$ cat src/logic/gcu_pkg.sv
// shared GCU definitions; address layout assumes the 8K-word map split into four 2K-word banks
`default_nettype none

package gcu_pkg;

    // video RAM geometry
    localparam int VRAM_AW    = 13;
    localparam int BANK_AW    = 11;
    localparam int NUM_BANKS  = 4;
    localparam int NUM_LAYERS = 4;

    typedef logic [15:0] word_t;

    // level-coded bus operations that the CPU side holds
    typedef struct packed {
        logic select_reg;
        logic write_reg;
        logic set_ptr;
        logic write_ram;
        logic read_h;
        logic read_l;
    } gcu_op_t;

    // one of the background, foreground, text and sprite layers
    typedef struct packed {
        logic  flip_x;
        logic  flip_y;
        word_t scroll_x;
        word_t scroll_y;
    } layer_scroll_t;

    // write request broadcast to every bank
    typedef struct packed {
        logic               we;
        logic [VRAM_AW-1:0] addr;
        word_t              data;
    } vram_wr_t;

    localparam logic [7:0] REG_SEL_MASK    = 8'h8F;
    localparam logic [7:0] REG_IRQ_A       = 8'h0E;
    localparam logic [7:0] REG_IRQ_B       = 8'h0F;
    localparam logic [7:0] REG_IRQ_C       = 8'h8F;
    localparam logic [8:0] VINT_CLEAR_LINE = 9'h0E6;

endpackage

`default_nettype wire
$ cat src/logic/frame_sync_irq.sv
// sync and blank are combinational from the counters; vint clears only on line 0xE6
`timescale 1ns/1ps
`default_nettype none

module frame_sync_irq (
    input  wire logic       CLK96,
    input  wire logic       RESET96,
    input  wire logic       irq_sel,
    input  wire logic [8:0] h,
    input  wire logic [8:0] v,
    input  wire logic [8:0] hs_start,
    input  wire logic [8:0] hs_end,
    input  wire logic [8:0] vs_start,
    input  wire logic [8:0] vs_end,
    output logic            vint,
    output logic            hsync,
    output logic            vsync,
    output logic            fblank
);
    import gcu_pkg::*;

    // active low; horizontal window is open, vertical is closed
    assign hsync  = !((h > hs_start) && (h < hs_end));
    assign vsync  = !((v >= vs_start) && (v <= vs_end));
    assign fblank = hsync && vsync;

    // select of an irq register wins over the clear line
    always_ff @(posedge CLK96 or posedge RESET96) begin
        if (RESET96) begin
            vint <= 1'b1;
        end else if (irq_sel) begin
            vint <= 1'b1;
        end else if (v == VINT_CLEAR_LINE) begin
            vint <= 1'b0;
        end
    end

endmodule

`default_nettype wire

$ cat config.mk
export PLATFORM = sky130hd
export DESIGN_NAME = frame_sync_irq
export DESIGN_NICKNAME = d
export VERILOG_FILES = /design/src/logic/gcu_pkg.sv /design/src/logic/frame_sync_irq.sv
export SDC_FILE = /design/constraint.sdc
export NUM_CORES = 1
export LEC_CHECK = 0
export ABC_CLOCK_PERIOD_IN_PS = 1300
export BUFFER_PORTS_ARGS = -buffer_cell sky130_fd_sc_hd__buf_2
export CAP_MARGIN = 5
export CORE_ASPECT_RATIO = 1.2
export CORE_MARGIN = 5
export CORE_UTILIZATION = 43
export CTS_CLUSTER_DIAMETER = 30
export CTS_CLUSTER_SIZE = 16
export DETAILED_ROUTE_END_ITERATION = 16
export GPL_TIMING_DRIVEN = 1
export PLACE_DENSITY = 0.81
export SYNTH_ARGS = -nofsm -noshare
export SYNTH_HDL_FRONTEND = slang
export SYNTH_SLANG_ARGS = --single-unit
$ cat constraint.sdc
create_clock -name CLK96 -period 1.3 [get_ports CLK96]
set_input_delay 0.065 -clock CLK96 [delete_from_list [all_inputs] [get_ports CLK96]]
set_output_delay 0.065 -clock CLK96 [all_outputs]
set_load 0.01 [all_outputs]
Yosys cells after proc, flatten, opt, wreduce, memory -nomap -nowiden
Index checks and enable logic that the tools add are counted.
W data, S select, Z words.

word-level totals
  bits in registers = 1
  bits of input ports = 57
  logic and storage cells = 14

operators by class
  magnitude comparators = 4
  eq/ne operators = 1
  mux-type cells = 2
  reductions and logical operators = 6

operators by type and width
  cell                  number
  $eq A9 B8 Y1 const B  1
  $ge A9 B9 Y1          1
  $gt A9 B9 Y1          1
  $le A9 B9 Y1          1
  $lt A9 B9 Y1          1
  $logic_and A1 B1 Y1   3
  $logic_not A1 Y1      2
  $mux W1               2
  $reduce_bool A2 Y1    1

Longest topological paths before layout
  depth after elaboration = 4
  depth in mapped cells = 7
  mapped depth without buffers = 7

Worst setup path after synthesis
OpenSTA, ideal clock, no wires.

  path type = in2out
  start point = input vs_end[7]
  end point = output fblank
  arrival time = 1242 ps
  path slack = -7 ps
  stages on the path = 7
  path through = inv_1 ha_1 and4_4 nand4_2 o221ai_1 o22ai_1 a32oi_1

between the ends
  word-level cells in the longest chain between the ends = 4

RTL lines
  element              RTL line              source
  start, declared      frame_sync_irq.sv:14  input wire logic [8:0] vs_end,
  $le A9 B9 Y1         frame_sync_irq.sv:24  assign vsync = !((v >= vs_start) && (v <= vs_end));
  $logic_and A1 B1 Y1  frame_sync_irq.sv:24
  $logic_not A1 Y1     frame_sync_irq.sv:24
  $logic_and A1 B1 Y1  frame_sync_irq.sv:25  assign fblank = hsync && vsync;
  end, declared        frame_sync_irq.sv:18  output logic fblank

No other way between the ends.

Final worst setup path
Ends and elaborated chain as after synthesis.

==> results.md <==
* Final Wtd Congestion at 0.827
* Yosys reg bits at 1
* Arr. time, crit path at 1400 ps
* IO buf count at 60
* EDFF count, synth at 0
* Die area at 3230 um2
* Total power at 0.525 mW
* FP Rows at 18
* Top-count cell post-synth: inv_1
* Syn Std Cell Area at 942 um2
* Post-synth top cells: 36 x inv_1, 35 x ha_1, 11 x a21oi_1
* CP Capture Type: output pin
* Maximum fanout along the worst path at 3
* Global Route Usage Sum at 18.0%
* Most flops, register: vint
* Synth Flop Type: dfstp_2
* WS Path Type: primary input to output pin
* Starting Density at 45.5%
* Initial antenna violation count at 0
* RSZ-0062 raised after global routing: true
* Tmin final at 1460 ps
* Max transition margin at 80.4%
* Routed WL at 2890 um
* Synth area leaders: ha_1 46%, inv_1 14%, a21oi_1 5.8%, a21o_1 4.8%, dfstp_2 2.8%
* Yosys warnings at 0
* Final setup viols at 3
* Largest register FFs at 1
* Register area share after synthesis at 2.79%
* Mean Syn Cell Area at 7.36 um2
* Ys async rst share at 100%
* Drt pass-1 iters at 4
* DIE HEIGHT at 61.3 um
* Hold WC Path Type: primary input to asynchronous set/reset pin
* Worst setup SP type: primary input
* Fmax at 683 MHz
* Register area at 26.3 um2
* # fillers at 155
* Fin cells at 227
* Worst-path clk slew at 0 ps
* Cells after DPL at 227
* Layout area overhead at 69.1%
* Clk_skew at 0 ps
* Final Net Count at 291
* Pin count of the biggest net entering global routing at 4
* DRT iter0 DRCs at 3
* Final Slew Violations at 0
* Mapped Cells at 128
* Area of the multi-input gates at 953 um2
* Mean number of vias per cell at 5.07
* Netlist cell types at 28
* Global-route wire length before repair at 4590 um
* Crit share post-route at 113%
* Final Hold Fails at 0
* Antenna-violating nets left at 0
* CP cell instances: buf_6 -> inv_4 -> ha_4 -> and4_4 -> nand4_4 -> o221ai_2 -> o22ai_4 -> a32oi_2 -> buf_2
* Wire length per cell at 12.7 um
* Syn nets at 220
* Flop-to-flop setup slack at 640 ps
* Top cell type's share of synthesized area at 46.5%
* Failing checks: negative setup slack
* Diode count at 0
* Worst-Skew Late Latency at 0 ps
* Vias in the first global route at 1,229
* Worst slew pin tran at 294 ps
* Number of post-CTS setup repair buffers at 0
* # IOs at 61
* Status: finished with violations
* Setup TNS at -297 ps
* Worst endpoint required time at 1240 ps
* DRC at 0
* Leakage power at 0.918 nW
* CP max stage cell: ha_4
* Top Registers: vint: 1 flops
* VDD IR max at 0.226 mV
* Core region area at 2070 um2
* Largest area contributor in the netlist: ha_1
* CTS Hold Bufs at 0
* Layout cells sized above 1 at 50.3%
* Via count at 1,151
* HPWL after DPL at 2440 um
* Die span in x at 52.7 um
* CP max stage delay at 250 ps
* Power Dens Cells at 330 nW/um2
* Fin worst setup slack at -164 ps
* GRT overflow at 0
* Max-cap violations at 0
## path summary, 6_finish.rpt
path,from,to,cells past startpoint
setup / recovery,vs_end[7],fblank,9
hold / removal,RESET96,vint$_DFFE_PP1P_,2
setup reg to reg,vint$_DFFE_PP1P_,vint$_DFFE_PP1P_,1
hold reg to reg,vint$_DFFE_PP1P_,vint$_DFFE_PP1P_,1
max in group asynchronous,RESET96,vint$_DFFE_PP1P_,2
min in group CLK96,irq_sel,vint$_DFFE_PP1P_,2
## logic make-up after synthesis
family	after synthesis	share of synthesized area (%)
buffers and inverters	37	14.7
AND/OR/NAND/NOR	24	15.0
flip-flops	1	2.79
adder cells (fa/ha/maj)	35	46.5
AO/OA/AOI/OAI	31	21.0
## cell usage in the layout (no fill, tap or decap), types with 2 or more instances in the layout
| master | netlist | layout |
|---|---|---|
| inv_1 | 36 | 31 |
| a21boi_1 | 1 | 2 |
| ha_4 | 0 | 8 |
| nand2_1 | 5 | 4 |
| nor2b_1 | 2 | 2 |
| a21o_1 | 6 | 6 |
| nand4_1 | 2 | 2 |
| inv_2 | 1 | 5 |
| nand3_1 | 4 | 2 |
| ha_1 | 35 | 27 |
| nand3_2 | 0 | 2 |
| buf_2 | 0 | 50 |
| o21ai_1 | 1 | 3 |
| o21a_1 | 2 | 2 |
| a21oi_2 | 0 | 3 |
| nor2_1 | 4 | 3 |
| a21oi_1 | 11 | 8 |
| buf_6 | 0 | 9 |
| buf_4 | 0 | 9 |
## stage by stage
| step | utilization [%] | hold WS [ps] | setup slack, ps | cell area [um2] |
|---|---|---|---|---|
| after global placement | 65.4 | 58.6 | -198 | 1360 |
| final | 76.9 | 59.5 | -164 | 1590 |
| after floorplan | - | -45.3 | 30.2 | 950 |
| after CTS | 69.2 | 62.5 | -154 | 1430 |
| after detailed placement | 65.4 | 62.5 | -224 | 1360 |
| after global routing | 76.9 | 85.1 | -232 | 1590 |
## area by class of cell
cell class	count	share of cell area [%]
inverter	37	8.88
multi-input combinational	90	59.9
sequential	1	1.65
tap	30	2.36
timing repair buffer	69	27.3
## routing by layer
metal / part of all wire, % / track usage, % / vias up
met5: 0 / 0 / -
met4: 2.5 / 5.11 / 0
met3: 9.9 / 3.63 / 8
met2: 54 / 38.5 / 52
met1: 34 / 16.4 / 512
li1: - / - / 579
## what timing repair did
action | 4_1_cts | 5_1_grt
pin swaps | 5 | 17
resized for setup | 15 | 33
endpoints found under the setup margin | 3 | 3
## where the power goes
part	switching (mW)	internal (mW)	leakage [nW]
Clock	0	0	0
Combinational	0.229	0.264	0.908
Sequential	0.0000313	0.0319	0.0105
Total	0.229	0.296	0.918
## critical path: cells and delay by family
kind / cells / cell delay, ps
AOI/OAI and AO/OA: 3 / 460
and+or+nand+nor: 2 / 340
buffers and inverters: 3 / 270
adders and majority gates: 1 / 250
No activity file was read; power rests on OpenSTA's default activity.
