<file path="config.mk">
export PLATFORM = sky130hd
export DESIGN_NAME = cpu_read_seq
export DESIGN_NICKNAME = d
export VERILOG_FILES = /design/src/logic/gcu_pkg.sv /design/src/logic/cpu_read_seq.sv
export SDC_FILE = /design/constraint.sdc
export NUM_CORES = 1
export LEC_CHECK = 0
export ABC_AREA = 1
export BUFFER_PORTS_ARGS = -buffer_cell sky130_fd_sc_hd__buf_2
export CORE_MARGIN = 8
export CORE_UTILIZATION = 49
export CTS_BUF_LIST = sky130_fd_sc_hd__clkbuf_8
export CTS_CLUSTER_DIAMETER = 40
export CTS_CLUSTER_SIZE = 24
export DETAILED_ROUTE_END_ITERATION = 7
export GPL_TIMING_DRIVEN = 0
export PLACE_DENSITY_LB_ADDON = 0.05
export SYNTH_ARGS = -nofsm -noshare
export SYNTH_HDL_FRONTEND = slang
export SYNTH_SLANG_ARGS = --single-unit
</file>
<file path="constraint.sdc">
create_clock -name CLK96 -period 4.5 [get_ports CLK96]
set_clock_uncertainty 0.15 [all_clocks]
set_input_delay 0.675 -clock CLK96 [delete_from_list [all_inputs] [get_ports CLK96]]
set_output_delay 0.675 -clock CLK96 [all_outputs]
set_load 0.005 [all_outputs]
</file>
<file path="src/logic/gcu_pkg.sv">
// shared GCU definitions; address layout assumes the 8K-word map split into four 2K-word banks
`default_nettype none

package gcu_pkg;

    // video RAM geometry
    localparam int VRAM_AW    = 13;
    localparam int BANK_AW    = 11;
    localparam int NUM_BANKS  = 4;
    localparam int NUM_LAYERS = 4;

    typedef logic [15:0] word_t;

    // level-coded bus operations that the CPU side holds
    typedef struct packed {
        logic select_reg;
        logic write_reg;
        logic set_ptr;
        logic write_ram;
        logic read_h;
        logic read_l;
    } gcu_op_t;

    // one of the background, foreground, text and sprite layers
    typedef struct packed {
        logic  flip_x;
        logic  flip_y;
        word_t scroll_x;
        word_t scroll_y;
    } layer_scroll_t;

    // write request broadcast to every bank
    typedef struct packed {
        logic               we;
        logic [VRAM_AW-1:0] addr;
        word_t              data;
    } vram_wr_t;

    localparam logic [7:0] REG_SEL_MASK    = 8'h8F;
    localparam logic [7:0] REG_IRQ_A       = 8'h0E;
    localparam logic [7:0] REG_IRQ_B       = 8'h0F;
    localparam logic [7:0] REG_IRQ_C       = 8'h8F;
    localparam logic [8:0] VINT_CLEAR_LINE = 9'h0E6;

endpackage

`default_nettype wire
</file>
<file path="src/logic/cpu_read_seq.sv">
// three-edge CPU read of video RAM; the pointer must stay put while a read is in flight
`timescale 1ns/1ps
`default_nettype none

module cpu_read_seq #(
    parameter int BANK_AW   = gcu_pkg::BANK_AW,
    parameter int NUM_BANKS = gcu_pkg::NUM_BANKS
) (
    input  wire logic                        CLK96,
    input  wire logic                        RESET96,
    input  wire gcu_pkg::gcu_op_t            op,
    input  wire logic [gcu_pkg::VRAM_AW-1:0] ram_ptr,
    input  wire logic                        ctrl_ack,
    input  wire gcu_pkg::word_t              cpu_data [NUM_BANKS],
    output logic [BANK_AW-1:0]               cpu_addr,
    output gcu_pkg::word_t                   dout,
    output logic                             ack
);
    import gcu_pkg::*;

    localparam int BW = VRAM_AW - BANK_AW;

    typedef enum logic [1:0] {
        ST_IDLE,
        ST_WAIT,
        ST_LOAD
    } rd_state_t;

    rd_state_t          state;
    gcu_op_t            last_op;
    logic [BW-1:0]      bank_sel;
    logic [VRAM_AW-1:0] rd_ptr;
    logic               read_start;
    logic               seq_ack;

    // read low fetches the word after the pointer
    assign rd_ptr     = ram_ptr + VRAM_AW'(op.read_l);
    assign read_start = (op != last_op) && (op.read_h || op.read_l);
    assign ack        = seq_ack & ctrl_ack;

    always_ff @(posedge CLK96 or posedge RESET96) begin
        if (RESET96) begin
            state    <= ST_IDLE;
            last_op  <= '0;
            bank_sel <= '0;
            seq_ack  <= 1'b1;
        end else begin
            last_op <= op;
            if (read_start) begin
                bank_sel <= rd_ptr[VRAM_AW-1:BANK_AW];
                seq_ack  <= 1'b0;
                state    <= ST_WAIT;
            end else if (state == ST_WAIT) begin
                // bank output registers this edge
                state <= ST_LOAD;
            end else if (state == ST_LOAD) begin
                seq_ack <= 1'b1;
                state   <= ST_IDLE;
            end
        end
    end

    always_ff @(posedge CLK96) begin
        if (read_start) begin
            cpu_addr <= rd_ptr[BANK_AW-1:0];
        end
        if (state == ST_LOAD) begin
            dout <= cpu_data[bank_sel];
        end
    end

endmodule

`default_nettype wire

</file>
After elaboration in Yosys (flattened, before gate mapping)
Cells that the tools add are included.
W data, S select, Z words.
Cells by class
  add/subtract/negate cells: 1
  magnitude comparators: 1
  equality and inequality tests: 4
  multiplexer cells: 9
  bitwise gates (word level): 2
  reduce and logical (&&, ||, !) cells: 5
Operators by type and width (count)
  $bmux W16 S2: 1
  $mux W16: 2
  $add A13 B1 Y13: 1
  $mux W2: 3
  $ne A6 B6 Y1: 1
  $ge A3 B3 Y1 const B: 1
  $mux W1: 3
  $not A2 Y3: 1
  $reduce_bool A3 Y1: 1
  $eq A2 B1 Y1 const B: 1
  $eq A2 B2 Y1 const B: 1
  $ne A2 B2 Y1 const B: 1
  $reduce_and A2 Y1: 1
  $reduce_bool A2 Y1: 1
  $and A1 B1 Y1: 1
  $logic_and A1 B1 Y1: 1
  $logic_or A1 B1 Y1: 1
Word-level totals
  register bits after elaboration: 38
  bits of input ports: 86
  output and inout port bits: 28

Longest topological paths before layout
Gate-level depths: netlist of the first run.
  depth after elaboration: 4
  gate-level depth with buffers: 9
  mapped depth without buffers: 9

Least setup slack after synthesis of the first run
Ideal clock, no wire load.
  path type: input to register
  start: input port op[0] (netlist bit)
  end: register cpu_addr[10], data pin
  data arrival time: 1.461 ns
  data required time: 4.092 ns
  setup slack: 2.631 ns
  stages: 7
  buffers on the path: 0
  path through: ha_1 -> ha_1 -> nand2_2 -> nor2_4 -> nand2_2 -> nor2_2 -> xor2_1
On the way
  cells in the longest elaborated chain, start to end: 1
Ends and longest elaborated chain
  from (decl): RTL line cpu_read_seq.sv:11  | input wire gcu_pkg::gcu_op_t op,
  $add A13 B1 Y13: RTL line cpu_read_seq.sv:37  | assign rd_ptr = ram_ptr + VRAM_AW'(op.read_l);
  named net rd_ptr[10]: RTL line cpu_read_seq.sv:32  | logic [VRAM_AW-1:0] rd_ptr;
  to (signal assigned): RTL line cpu_read_seq.sv:65  | cpu_addr <= rd_ptr[BANK_AW-1:0];
  to (decl): RTL line cpu_read_seq.sv:15  | output logic [BANK_AW-1:0] cpu_addr,
The timed path passes the listed nets, and every way through them passes these cells.
A chain may end at the register's enable or synchronous reset.

Worst setup path after layout of the first run
  start: register state[0]
  end: register dout[15] (enable)
On the way
  cells in the longest elaborated chain, start to end: 1
Ends and longest elaborated chain
  from (decl): RTL line cpu_read_seq.sv:29  | rd_state_t state;
  from (signal assigned): RTL line cpu_read_seq.sv:43  | state <= ST_IDLE;
  from (signal assigned): RTL line cpu_read_seq.sv:52  | state <= ST_WAIT;
  from (signal assigned): RTL line cpu_read_seq.sv:55  | state <= ST_LOAD;
  $eq A2 B2 Y1: RTL line cpu_read_seq.sv:67  | if (state == ST_LOAD) begin
  to (signal assigned): RTL line cpu_read_seq.sv:68  | dout <= cpu_data[bank_sel];
  to (decl): RTL line cpu_read_seq.sv:16  | output gcu_pkg::word_t dout,
Every way passes these cells.

==> run metrics, run 1 <==
Post-synth EDFFs 27; Final GP Congestion 0.839; Max IR drop VDD 249 uV; register area share after synthesis 0.530; Net Sw Frac 0.252; Starting Density 0.509; combinational share of power 0.188; setup tns final 0 ns; FF-to-FF Start state[0]; via count 2,024; fraction of registers with async set/reset 0.289; leak pwr 1.37 nW; die span in y 80.7 um; DR WL/cell 14.4 um; Area Growth Syn to Fin 36.0%; CP startpoint state[0]; Slew @ Worst Pin 1.34 ns; CTS Buf Count 5; layout cell share with drive strength beyond 1 0.428; fin. max-slew vios 0; Rel. slew slack 0.101; Max clock buf depth 2; Core Area 4030 um^2; Worst Setup Path Type flip-flop to flip-flop; layout net count 440; data arrival time of the critical path 1.68 ns; critical-path cell list nor2_1; initial antenna violation count 0; CTS sink cnt 38; status finished, final reports clean; Fmax achieved 0.516 GHz; RSZ-0062 raised after global routing false; crit path time final 1.94 ns; WP buf/inv 0; Setup Buffers After CTS 0; MaxCap Viol Count 0; Main synth FF type edfxtp_1; final worst path period share 0.430; final core occ 0.693; Syn. warnings 0; CP Capture Type flip-flop; DRC Markers 0; worst-path fanout max 17; CTS Root Buffer Type clkbuf_8; # IOs 114; Netlist Area Pre-Place 2050 um^2; Port Buffer Count 113; CTS Hold Bufs 0; Min-Delay Path Class input pin to asynchronous set/reset pin; CTS clk-pin slew, worst paths 0.07 ns; syn nets 320; P per Cell Area 299 nW/um^2; Seq cells post-synth 38; TritonCTS clock tree done; antenna viol nets, final 0; total grt overflow 0; clock power share 0.323; first-pass GRT wire length 8940 um; sequential share of power 0.488; H-tree depth 2; CP max stage delay 1.01 ns; Crit path required time 4.24 ns; Die ar. 6510 um^2; die width 80.7 um; DRT Pass-1 Iters 4; Crit-path slowest cell nor2_1; # rows 23; Resize count post-CTS 0; endpoints failing setup 0; total track usage 0.175; DP Wirelength 4670 um; Syn Inst Count 232; crit path launch type flip-flop; Internal 0.624 mW; drt total wl 5820 um; worst-skew pair later-pin latency 0.28 ns; NetSw 0.210 mW; largest net degree at the start of global routing 18; count of cell types in the netlist 23; via count of the first global-routing pass 2,013; Iter 0 DRT Violations 102; Via density 5.02; syn_area_per_cell 8.84 um^2; ant diodes 0; Final Hold Viols 0; cell family with the largest share of critical-path delay simple AND/OR/NAND/NOR gates
## kinds of logic (layout without fill, tap and decap cells)
group | after synthesis | after routing | synth area share
AO/OA/AOI/OAI | 51 | 51 | 0.135
XOR/XNOR | 9 | 9 | 0.0421
adder cells (fa/ha/maj) | 2 | 2 | 0.0122
buffers and inverters | 30 | 151 | 0.0598
flip-flops | 38 | 38 | 0.530
AND/OR/NAND/NOR | 102 | 102 | 0.221
## cell usage after synthesis, types with 2 or more instances
library cell  instances  share of area
buf_2                 8          0.020
dfrtp_1              10           0.12
edfxtp_1             27           0.40
ha_1                  2          0.012
inv_1                16          0.029
inv_2                 6          0.011
nand2_1              32          0.059
nand2_2               8          0.024
nand3_1               7          0.017
nand4_1               2         0.0061
nor2_1               46          0.084
nor2_2                2         0.0061
nor2_4                4          0.022
o21ai_0               5          0.012
o21ai_1              28          0.068
o22ai_1              16          0.049
xnor2_1               2         0.0085
xor2_1                6          0.026
## layer usage
metal / global-route usage / vias up / wire [um]
li1: - / 1027 / -
met1: 0.189 / 898 / 2210
met2: 0.303 / 93 / 2850
met3: 0.0725 / 6 / 709
met4: 0.0589 / 0 / 51
met5: 0 / - / 0
## final timing paths
check                              to  slack (ns)  cells past startpoint
max reg2reg                  dout[15]        2.56                      1
min                        last_op[4]        0.22                      2
max in group asynchronous     seq_ack        3.66                      2
min reg2reg                   seq_ack        0.38                      2
min in group CLK96         last_op[2]        0.37                      1
max                          dout[15]        2.56                      1
## cells in the final DEF (no fill, tap or decap), types with 2 or more instances in the layout
cell type and instances:
buf_2 121, clkbuf_8 8, dfrtp_1 10, edfxtp_1 27, ha_1 2, inv_1 16, inv_2 6, nand2_1 32
nand2_2 8, nand3_1 7, nand4_1 2, nor2_1 46, nor2_2 2, nor2_4 4, o21ai_0 5, o21ai_1 28
o22ai_1 16, xnor2_1 2, xor2_1 6
## layout make-up
cell class | count | area (um^2)
Inverter | 22 | 82.6
Clock buffer | 8 | 110
Multi-Input combinational cell | 164 | 842
Timing Repair Buffer | 113 | 566
Fill cell | 347 | 1240
Buffer | 8 | 40.0
Sequential cell | 38 | 1090
Tap cell | 50 | 62.6
## power by group through the flow
| stage | combinational, mW | clock, mW | sequential [mW] |
|---|---|---|---|
| after CTS | 0.159 | 0.275 | 0.407 |
| after global placement | 0.155 | 0 | 0.413 |
| final | 0.157 | 0.270 | 0.407 |
| after floorplan | 0.0822 | 0 | 0.414 |
| after global routing | 0.176 | 0.289 | 0.408 |
| after detailed placement | 0.158 | 0 | 0.414 |
## state kept, by name, indices dropped and copies added (netlist names)
register and flops:
last_op 6, dout 16, cpu_addr 11, state 2, seq_ack 1, bank_sel 2
## per-stage QoR
stage	setup slack, ns	power, mW	instances	hold slack (ns)	instance area, um^2
detailed placement	2.40	0.572	395	0.368	2680
global route	2.48	0.873	403	0.251	2790
floorplan	2.63	0.497	232	0.336	2050
CTS	2.55	0.840	403	0.225	2790
global placement	2.44	0.568	395	0.351	2680
finish	2.56	0.833	403	0.220	2790
Note: power is estimated with default switching activity, not from simulation.
==> inputs of run 2 (changes only) <==
- ABC_AREA: 1 -> 0
- CORE_UTILIZATION: 49 -> 44
- clock period: 4.5 -> 1.8 ns (I/O delays scaled with it)
==> run metrics, run 2 <==
status finished, final reports clean; largest family of logic cells by synthesized area multiplexers; Final Hold Viols 0; largest net degree at the start of global routing 18; max reg flops 16; crit path time final 1.70 ns; Syn Inst Count 107; MaxCap Viol Count 0; layout cell share with drive strength beyond 1 0.637; Netlist Area Pre-Place 1830 um^2; final core occ 0.655; DR WL/cell 16.6 um; cell family with the largest share of critical-path delay flip-flops; count of cell types in the netlist 26; Slew @ Worst Pin 0.809 ns; # IOs 114; total grt overflow 0; Max clock buf depth 2; DRC Markers 0; non-filler instance count after layout 284; antenna viol nets, final 0; Max IR drop VDD 452 uV; Min-Delay Path Class input pin to flip-flop; commonest non-fill, non-tap cells in the layout buf_2 (114), edfxtp_1 (27), mux4_2 (16); via count 1,418; Main synth FF type edfxtp_1; DP Wirelength 3910 um; Core Area 4000 um^2; fin. max-slew vios 0; Top Registers dout (16), cpu_addr (11), last_op (6); Crit-path slowest cell dfrtp_1; RSZ-0062 raised after global routing false; ant diodes 0; Starting Density 0.458; worst-path fanout max 11; crit path launch type flip-flop; CP max stage delay 0.38 ns; Iter 0 DRT Violations 44; final worst path period share 0.947; CTS sink cnt 38; register area share after synthesis 0.594; die span in y 80.5 um; Die ar. 6480 um^2; CTS Buf Count 5; first-pass GRT wire length 7390 um; Syn. warnings 0; Synth Area in Adders 0.0137; die width 80.5 um; # rows 23; Fmax achieved 0.587 GHz; endpoints failing setup 0; P per Cell Area 726 nW/um^2; initial antenna violation count 0; DRT Pass-1 Iters 4; Final GP Congestion 0.773; most frequent cell after synthesis edfxtp_1; CTS clk-pin slew, worst paths 0.07 ns; data arrival time of the critical path 1.59 ns; Rel. slew slack 0.458; largest reg by FF count dout; drt total wl 4730 um; syn_area_per_cell 17.1 um^2; leak pwr 1.17 nW; TritonCTS clock tree done; Area Growth Syn to Fin 43.0%; synth top area cells edfxtp_1 (44%), mux4_2 (20%), dfrtp_1 (14%); largest area contributor in the synthesized netlist edfxtp_1; most common cell after layout, fill and taps aside buf_2; Seq cells post-synth 38; Via density 4.99; DP Cell Count 270; CP Capture Type flip-flop; Crit path required time 1.69 ns; worst-skew pair later-pin latency 0.28 ns; PnR Total Power 1.90 mW; Post-synth EDFFs 27; Synth Area in Compound Gates 0.0178; CTS Root Buffer Type clkbuf_8; Post-Synth XOR/XNOR Area 0.0717; fraction of registers with async set/reset 0.289; Worst Setup Path Type flip-flop to flip-flop; H-tree depth 2; WP buf/inv 2; Port Buffer Count 113; syn nets 195; critical-path cell list xnor2_1, nand4_1, o22ai_4, clkinvlp_4, buf_4; mux share of post-synthesis cell area 0.209; post-synthesis simple-gate area fraction 0.0751; total track usage 0.149; via count of the first global-routing pass 1,553; layout net count 321; Commonest cells post-synth edfxtp_1 (27), mux4_2 (16), dfrtp_1 (10), xnor2_1 (9), xor2_1 (6); post-synth top area share 0.443
## run 2: worst paths after layout
path,from,to,slack (ns),depth (start not counted)
max in group asynchronous,RESET96,seq_ack,0.80,3
max,last_op[3],cpu_addr[8],0.1,5
min,op[0],last_op[0],0.03,1
min in group asynchronous,RESET96,state[0],0.38,3
min reg2reg,state[1],state[0],0.34,2
max reg2reg,last_op[3],cpu_addr[8],0.1,5
## run 2: cells by family (layout without fill, tap and decap cells)
kind of cell	after synthesis	count (layout)
muxes	18	18
adders and majority gates	2	2
AOI/OAI and AO/OA	4	4
DFF	38	38
xor gates and xnor gates	15	15
buffers and inverters	7	134
and+or+nand+nor	23	23
## run 2: report_power, final
group | internal [mW] | switching (mW)
clock network | 0.260 | 0.275
logic | 0.211 | 0.134
registers | 1.00 | 0.0201
total | 1.47 | 0.429
## run 2: routing by layer
| layer | up-vias | GRT usage | share of wire | routed length, um |
|---|---|---|---|---|
| li1 | 672 | - | - | - |
| met1 | 665 | 0.149 | 0.34 | 1610 |
| met2 | 69 | 0.258 | 0.51 | 2410 |
| met3 | 12 | 0.0759 | 0.13 | 607 |
| met4 | 0 | 0.0491 | 0.019 | 92 |
| met5 | - | 0 | 0 | 0 |
## run 2: layout make-up
cell class	count	area [um^2]
Timing Repair Buffer	120	633
Tap cell	50	62.6
Sequential cell	38	1090
Multi-Input combinational cell	62	719
Clock buffer	5	68.8
Fill cell	319	1380
Inverter	3	15.0
Buffer	3	20.0
Clock inverter	3	12.5
## run 2: timing repair
| action | CTS | global route |
|---|---|---|
| setup buffers | 0 | 1 |
| hold buffers | 6 | 0 |
| gates resized for setup | 1 | 2 |
| endpoints found under the setup margin | 20 | 11 |
| endpoints found under the hold margin | 15 | 0 |
## run 2: through the flow
step           hold slack [ns]  setup WS, ns  TNS, ns  area [um^2]
3_3_place_gp             0.111        -0.195    -3.21         2460
5_1_grt                 0.0170        0.0103        0         2620
3_5_place_dp             0.126        -0.207    -3.48         2460
2_1_floorplan          -0.0283        0.0999        0         1830
6_report                0.0290        0.0950        0         2620
4_1_cts                 0.0135        0.0605        0         2600
## run 2: worst register-to-register path, cell delays in order (launching register included)
cell	delay, ns
dfrtp_1	0.38
xnor2_1	0.17
nand4_1	0.19
o22ai_4	0.27
clkinvlp_4	0.12
buf_4	0.19
==> inputs of run 3 (changes only) <==
--- a/config.mk
+++ b/config.mk
@@ -15,5 +15,5 @@
 export DETAILED_ROUTE_END_ITERATION = 7
 export GPL_TIMING_DRIVEN = 0
-export PLACE_DENSITY_LB_ADDON = 0.05
+export PLACE_DENSITY = 0.84
 export SYNTH_ARGS = -nofsm -noshare
 export SYNTH_HDL_FRONTEND = slang
==> constraint.sdc (replaced) <==
create_clock -name CLK96 -period 1.8 [get_ports CLK96]
set_clock_uncertainty 0.15 [all_clocks]
set_input_delay 0.36 -clock CLK96 [delete_from_list [all_inputs] [get_ports CLK96]]
set_output_delay 0.36 -clock CLK96 [all_outputs]
set_load 0.005 [all_outputs]
==> run metrics, run 3 (synthesis gave the netlist of run 2 again) <==
Worst Setup Path Type flip-flop to flip-flop; Worst Hold Depth 1; data arrival time of the critical path 1.52 ns; CTS clk-pin slew, worst paths 0.07 ns; most common cell after layout, fill and taps aside buf_2; Worst Hold Launch op[2]; crit path time final 1.68 ns; FF-to-FF Start last_op[1]; ant diodes 0; worst-path fanout max 11; via count of the first global-routing pass 1,599; Final Hold Viols 0; combinational share of power 0.179; MaxCap Viol Count 0; Post-DP Area 2460 um^2; Max IR drop VDD 441 uV; endpoints failing setup 0; TritonCTS clock tree done; Via density 5.06; # rows 23; CTS sink cnt 38; first-pass GRT wire length 7730 um; Slew @ Worst Pin 0.766 ns; Min-Delay Path Class input pin to flip-flop; antenna viol nets, final 0; Iter 0 DRT Violations 51; DP Wirelength 4340 um; layout net count 315; layout cell share with drive strength beyond 1 0.658; die span in y 80.5 um; fin. max-slew vios 0; DRT Pass-1 Iters 4; Internal 1.47 mW; fillcell total 321; worst-skew pair later-pin latency 0.29 ns; largest reg by FF count dout; Die ar. 6480 um^2; setup tns final 0 ns; crit path launch type flip-flop; Fmax achieved 0.595 GHz; total track usage 0.156; Top Registers dout (16), cpu_addr (11), last_op (6); commonest non-fill, non-tap cells in the layout buf_2 (114), edfxtp_1 (27), mux4_2 (16); PnR Total Power 1.90 mW; # IOs 114; clock power share 0.283; final worst path period share 0.934; sequential share of power 0.538; DR WL/cell 18.1 um; initial antenna violation count 0; RSZ-0062 raised after global routing false; CTS Root Buffer Type clkbuf_8; H-tree depth 2; Starting Density 0.458; status finished, final reports clean; Core Area 4000 um^2; drt total wl 5020 um; Port Buffer Count 113; R2R depth 6; r2r endpoint cpu_addr[0]; CP Capture Type flip-flop; largest net degree at the start of global routing 18; Min-Delay Endpoint last_op[2]; CTS Buf Count 5; Crit path required time 1.64 ns; DP Cell Count 270; total grt overflow 0; max reg flops 16; Area Growth Syn to Fin 40.0%; DRC Markers 0; Final GP Congestion 0.781; via count 1,407; die width 80.5 um; Net Sw Frac 0.227; P per Cell Area 739 nW/um^2; Max clock buf depth 2; Worst R2R Setup Slack 0.12 ns; NetSw 0.430 mW; Rel. slew slack 0.487; leak pwr 1.15 nW; design area 2560 um^2; non-filler instance count after layout 278
## run 3: cell types whose count changed in the layout (fill, tap and decap cells not counted)
cell	change
dlygate4sd3_1	-5
clkinv_1	-1
buf_4	-1
ha_2	+1
clkinv_2	+1
ha_1	-1
## run 3: power by group through the flow
stage	Sequential, mW	Combinational, mW	Clock (mW)
floorplan	1.04	0.175	0
global placement	1.03	0.334	0
detailed placement	1.03	0.348	0
CTS	1.02	0.351	0.558
global route	1.03	0.375	0.582
finish	1.02	0.339	0.536
## run 3: worst max-delay path by stage
stage,startpoint,to,slack (ns),depth (start not counted)
after floorplan,state[0],dout[0],0.1,1
after global placement,op[0],bank_sel[1],-0.16,7
after detailed placement,state[0],dout[4],-0.17,1
after CTS,bank_sel[1],dout[10],0.01,3
after global routing,last_op[3],cpu_addr[0],0.03,5
final,last_op[1],cpu_addr[0],0.12,6
## run 3: repair_timing
action / in CTS / in global routing
pin swaps: 0 / 1
endpoints found under the setup margin: 17 / 20
hold buffers: 1 / 0
buffers inserted: 0 / 1
endpoints found under the hold margin: 10 / 0
gates resized for setup: 1 / 3
## run 3: layout make-up
type,count,area [um^2],share of cell area
sequential,38,1090,0.424
multi-input combinational,62,722,0.281
timing repair buffer,115,583,0.227
clock buffer,5,68.8,0.0268
tap,50,62.6,0.0244
inverter,3,15.0,0.00585
clock inverter,3,13.8,0.00537
buffer,2,12.5,0.00488
## run 3: layer usage
metal  global-route usage  up-vias  share of wire
met3               0.0792        7           0.15
li1                     -      657              -
met1                0.157      649           0.35
met2                0.274       94           0.50
met4               0.0436        0         0.0098
met5                    0        -              0
## run 3: critical path, stage by stage, from the launching register on
cell	delay, ns
dfrtp_1	0.40
nand3_1	0.08
o21ai_1	0.06
a22oi_1	0.25
o22ai_4	0.17
clkinvlp_4	0.09
buf_4	0.19
## run 3: metrics by stage
| step | worst slack (ns) | util | hold slack [ns] |
|---|---|---|---|
| 2_1_floorplan | 0.0999 | - | 0.0617 |
| 3_3_place_gp | -0.159 | 0.615 | 0.211 |
| 3_5_place_dp | -0.172 | 0.615 | 0.222 |
| 4_1_cts | 0.0143 | 0.639 | 0.0485 |
| 5_1_grt | 0.0264 | 0.641 | 0.0434 |
| 6_report | 0.119 | 0.641 | 0.0543 |
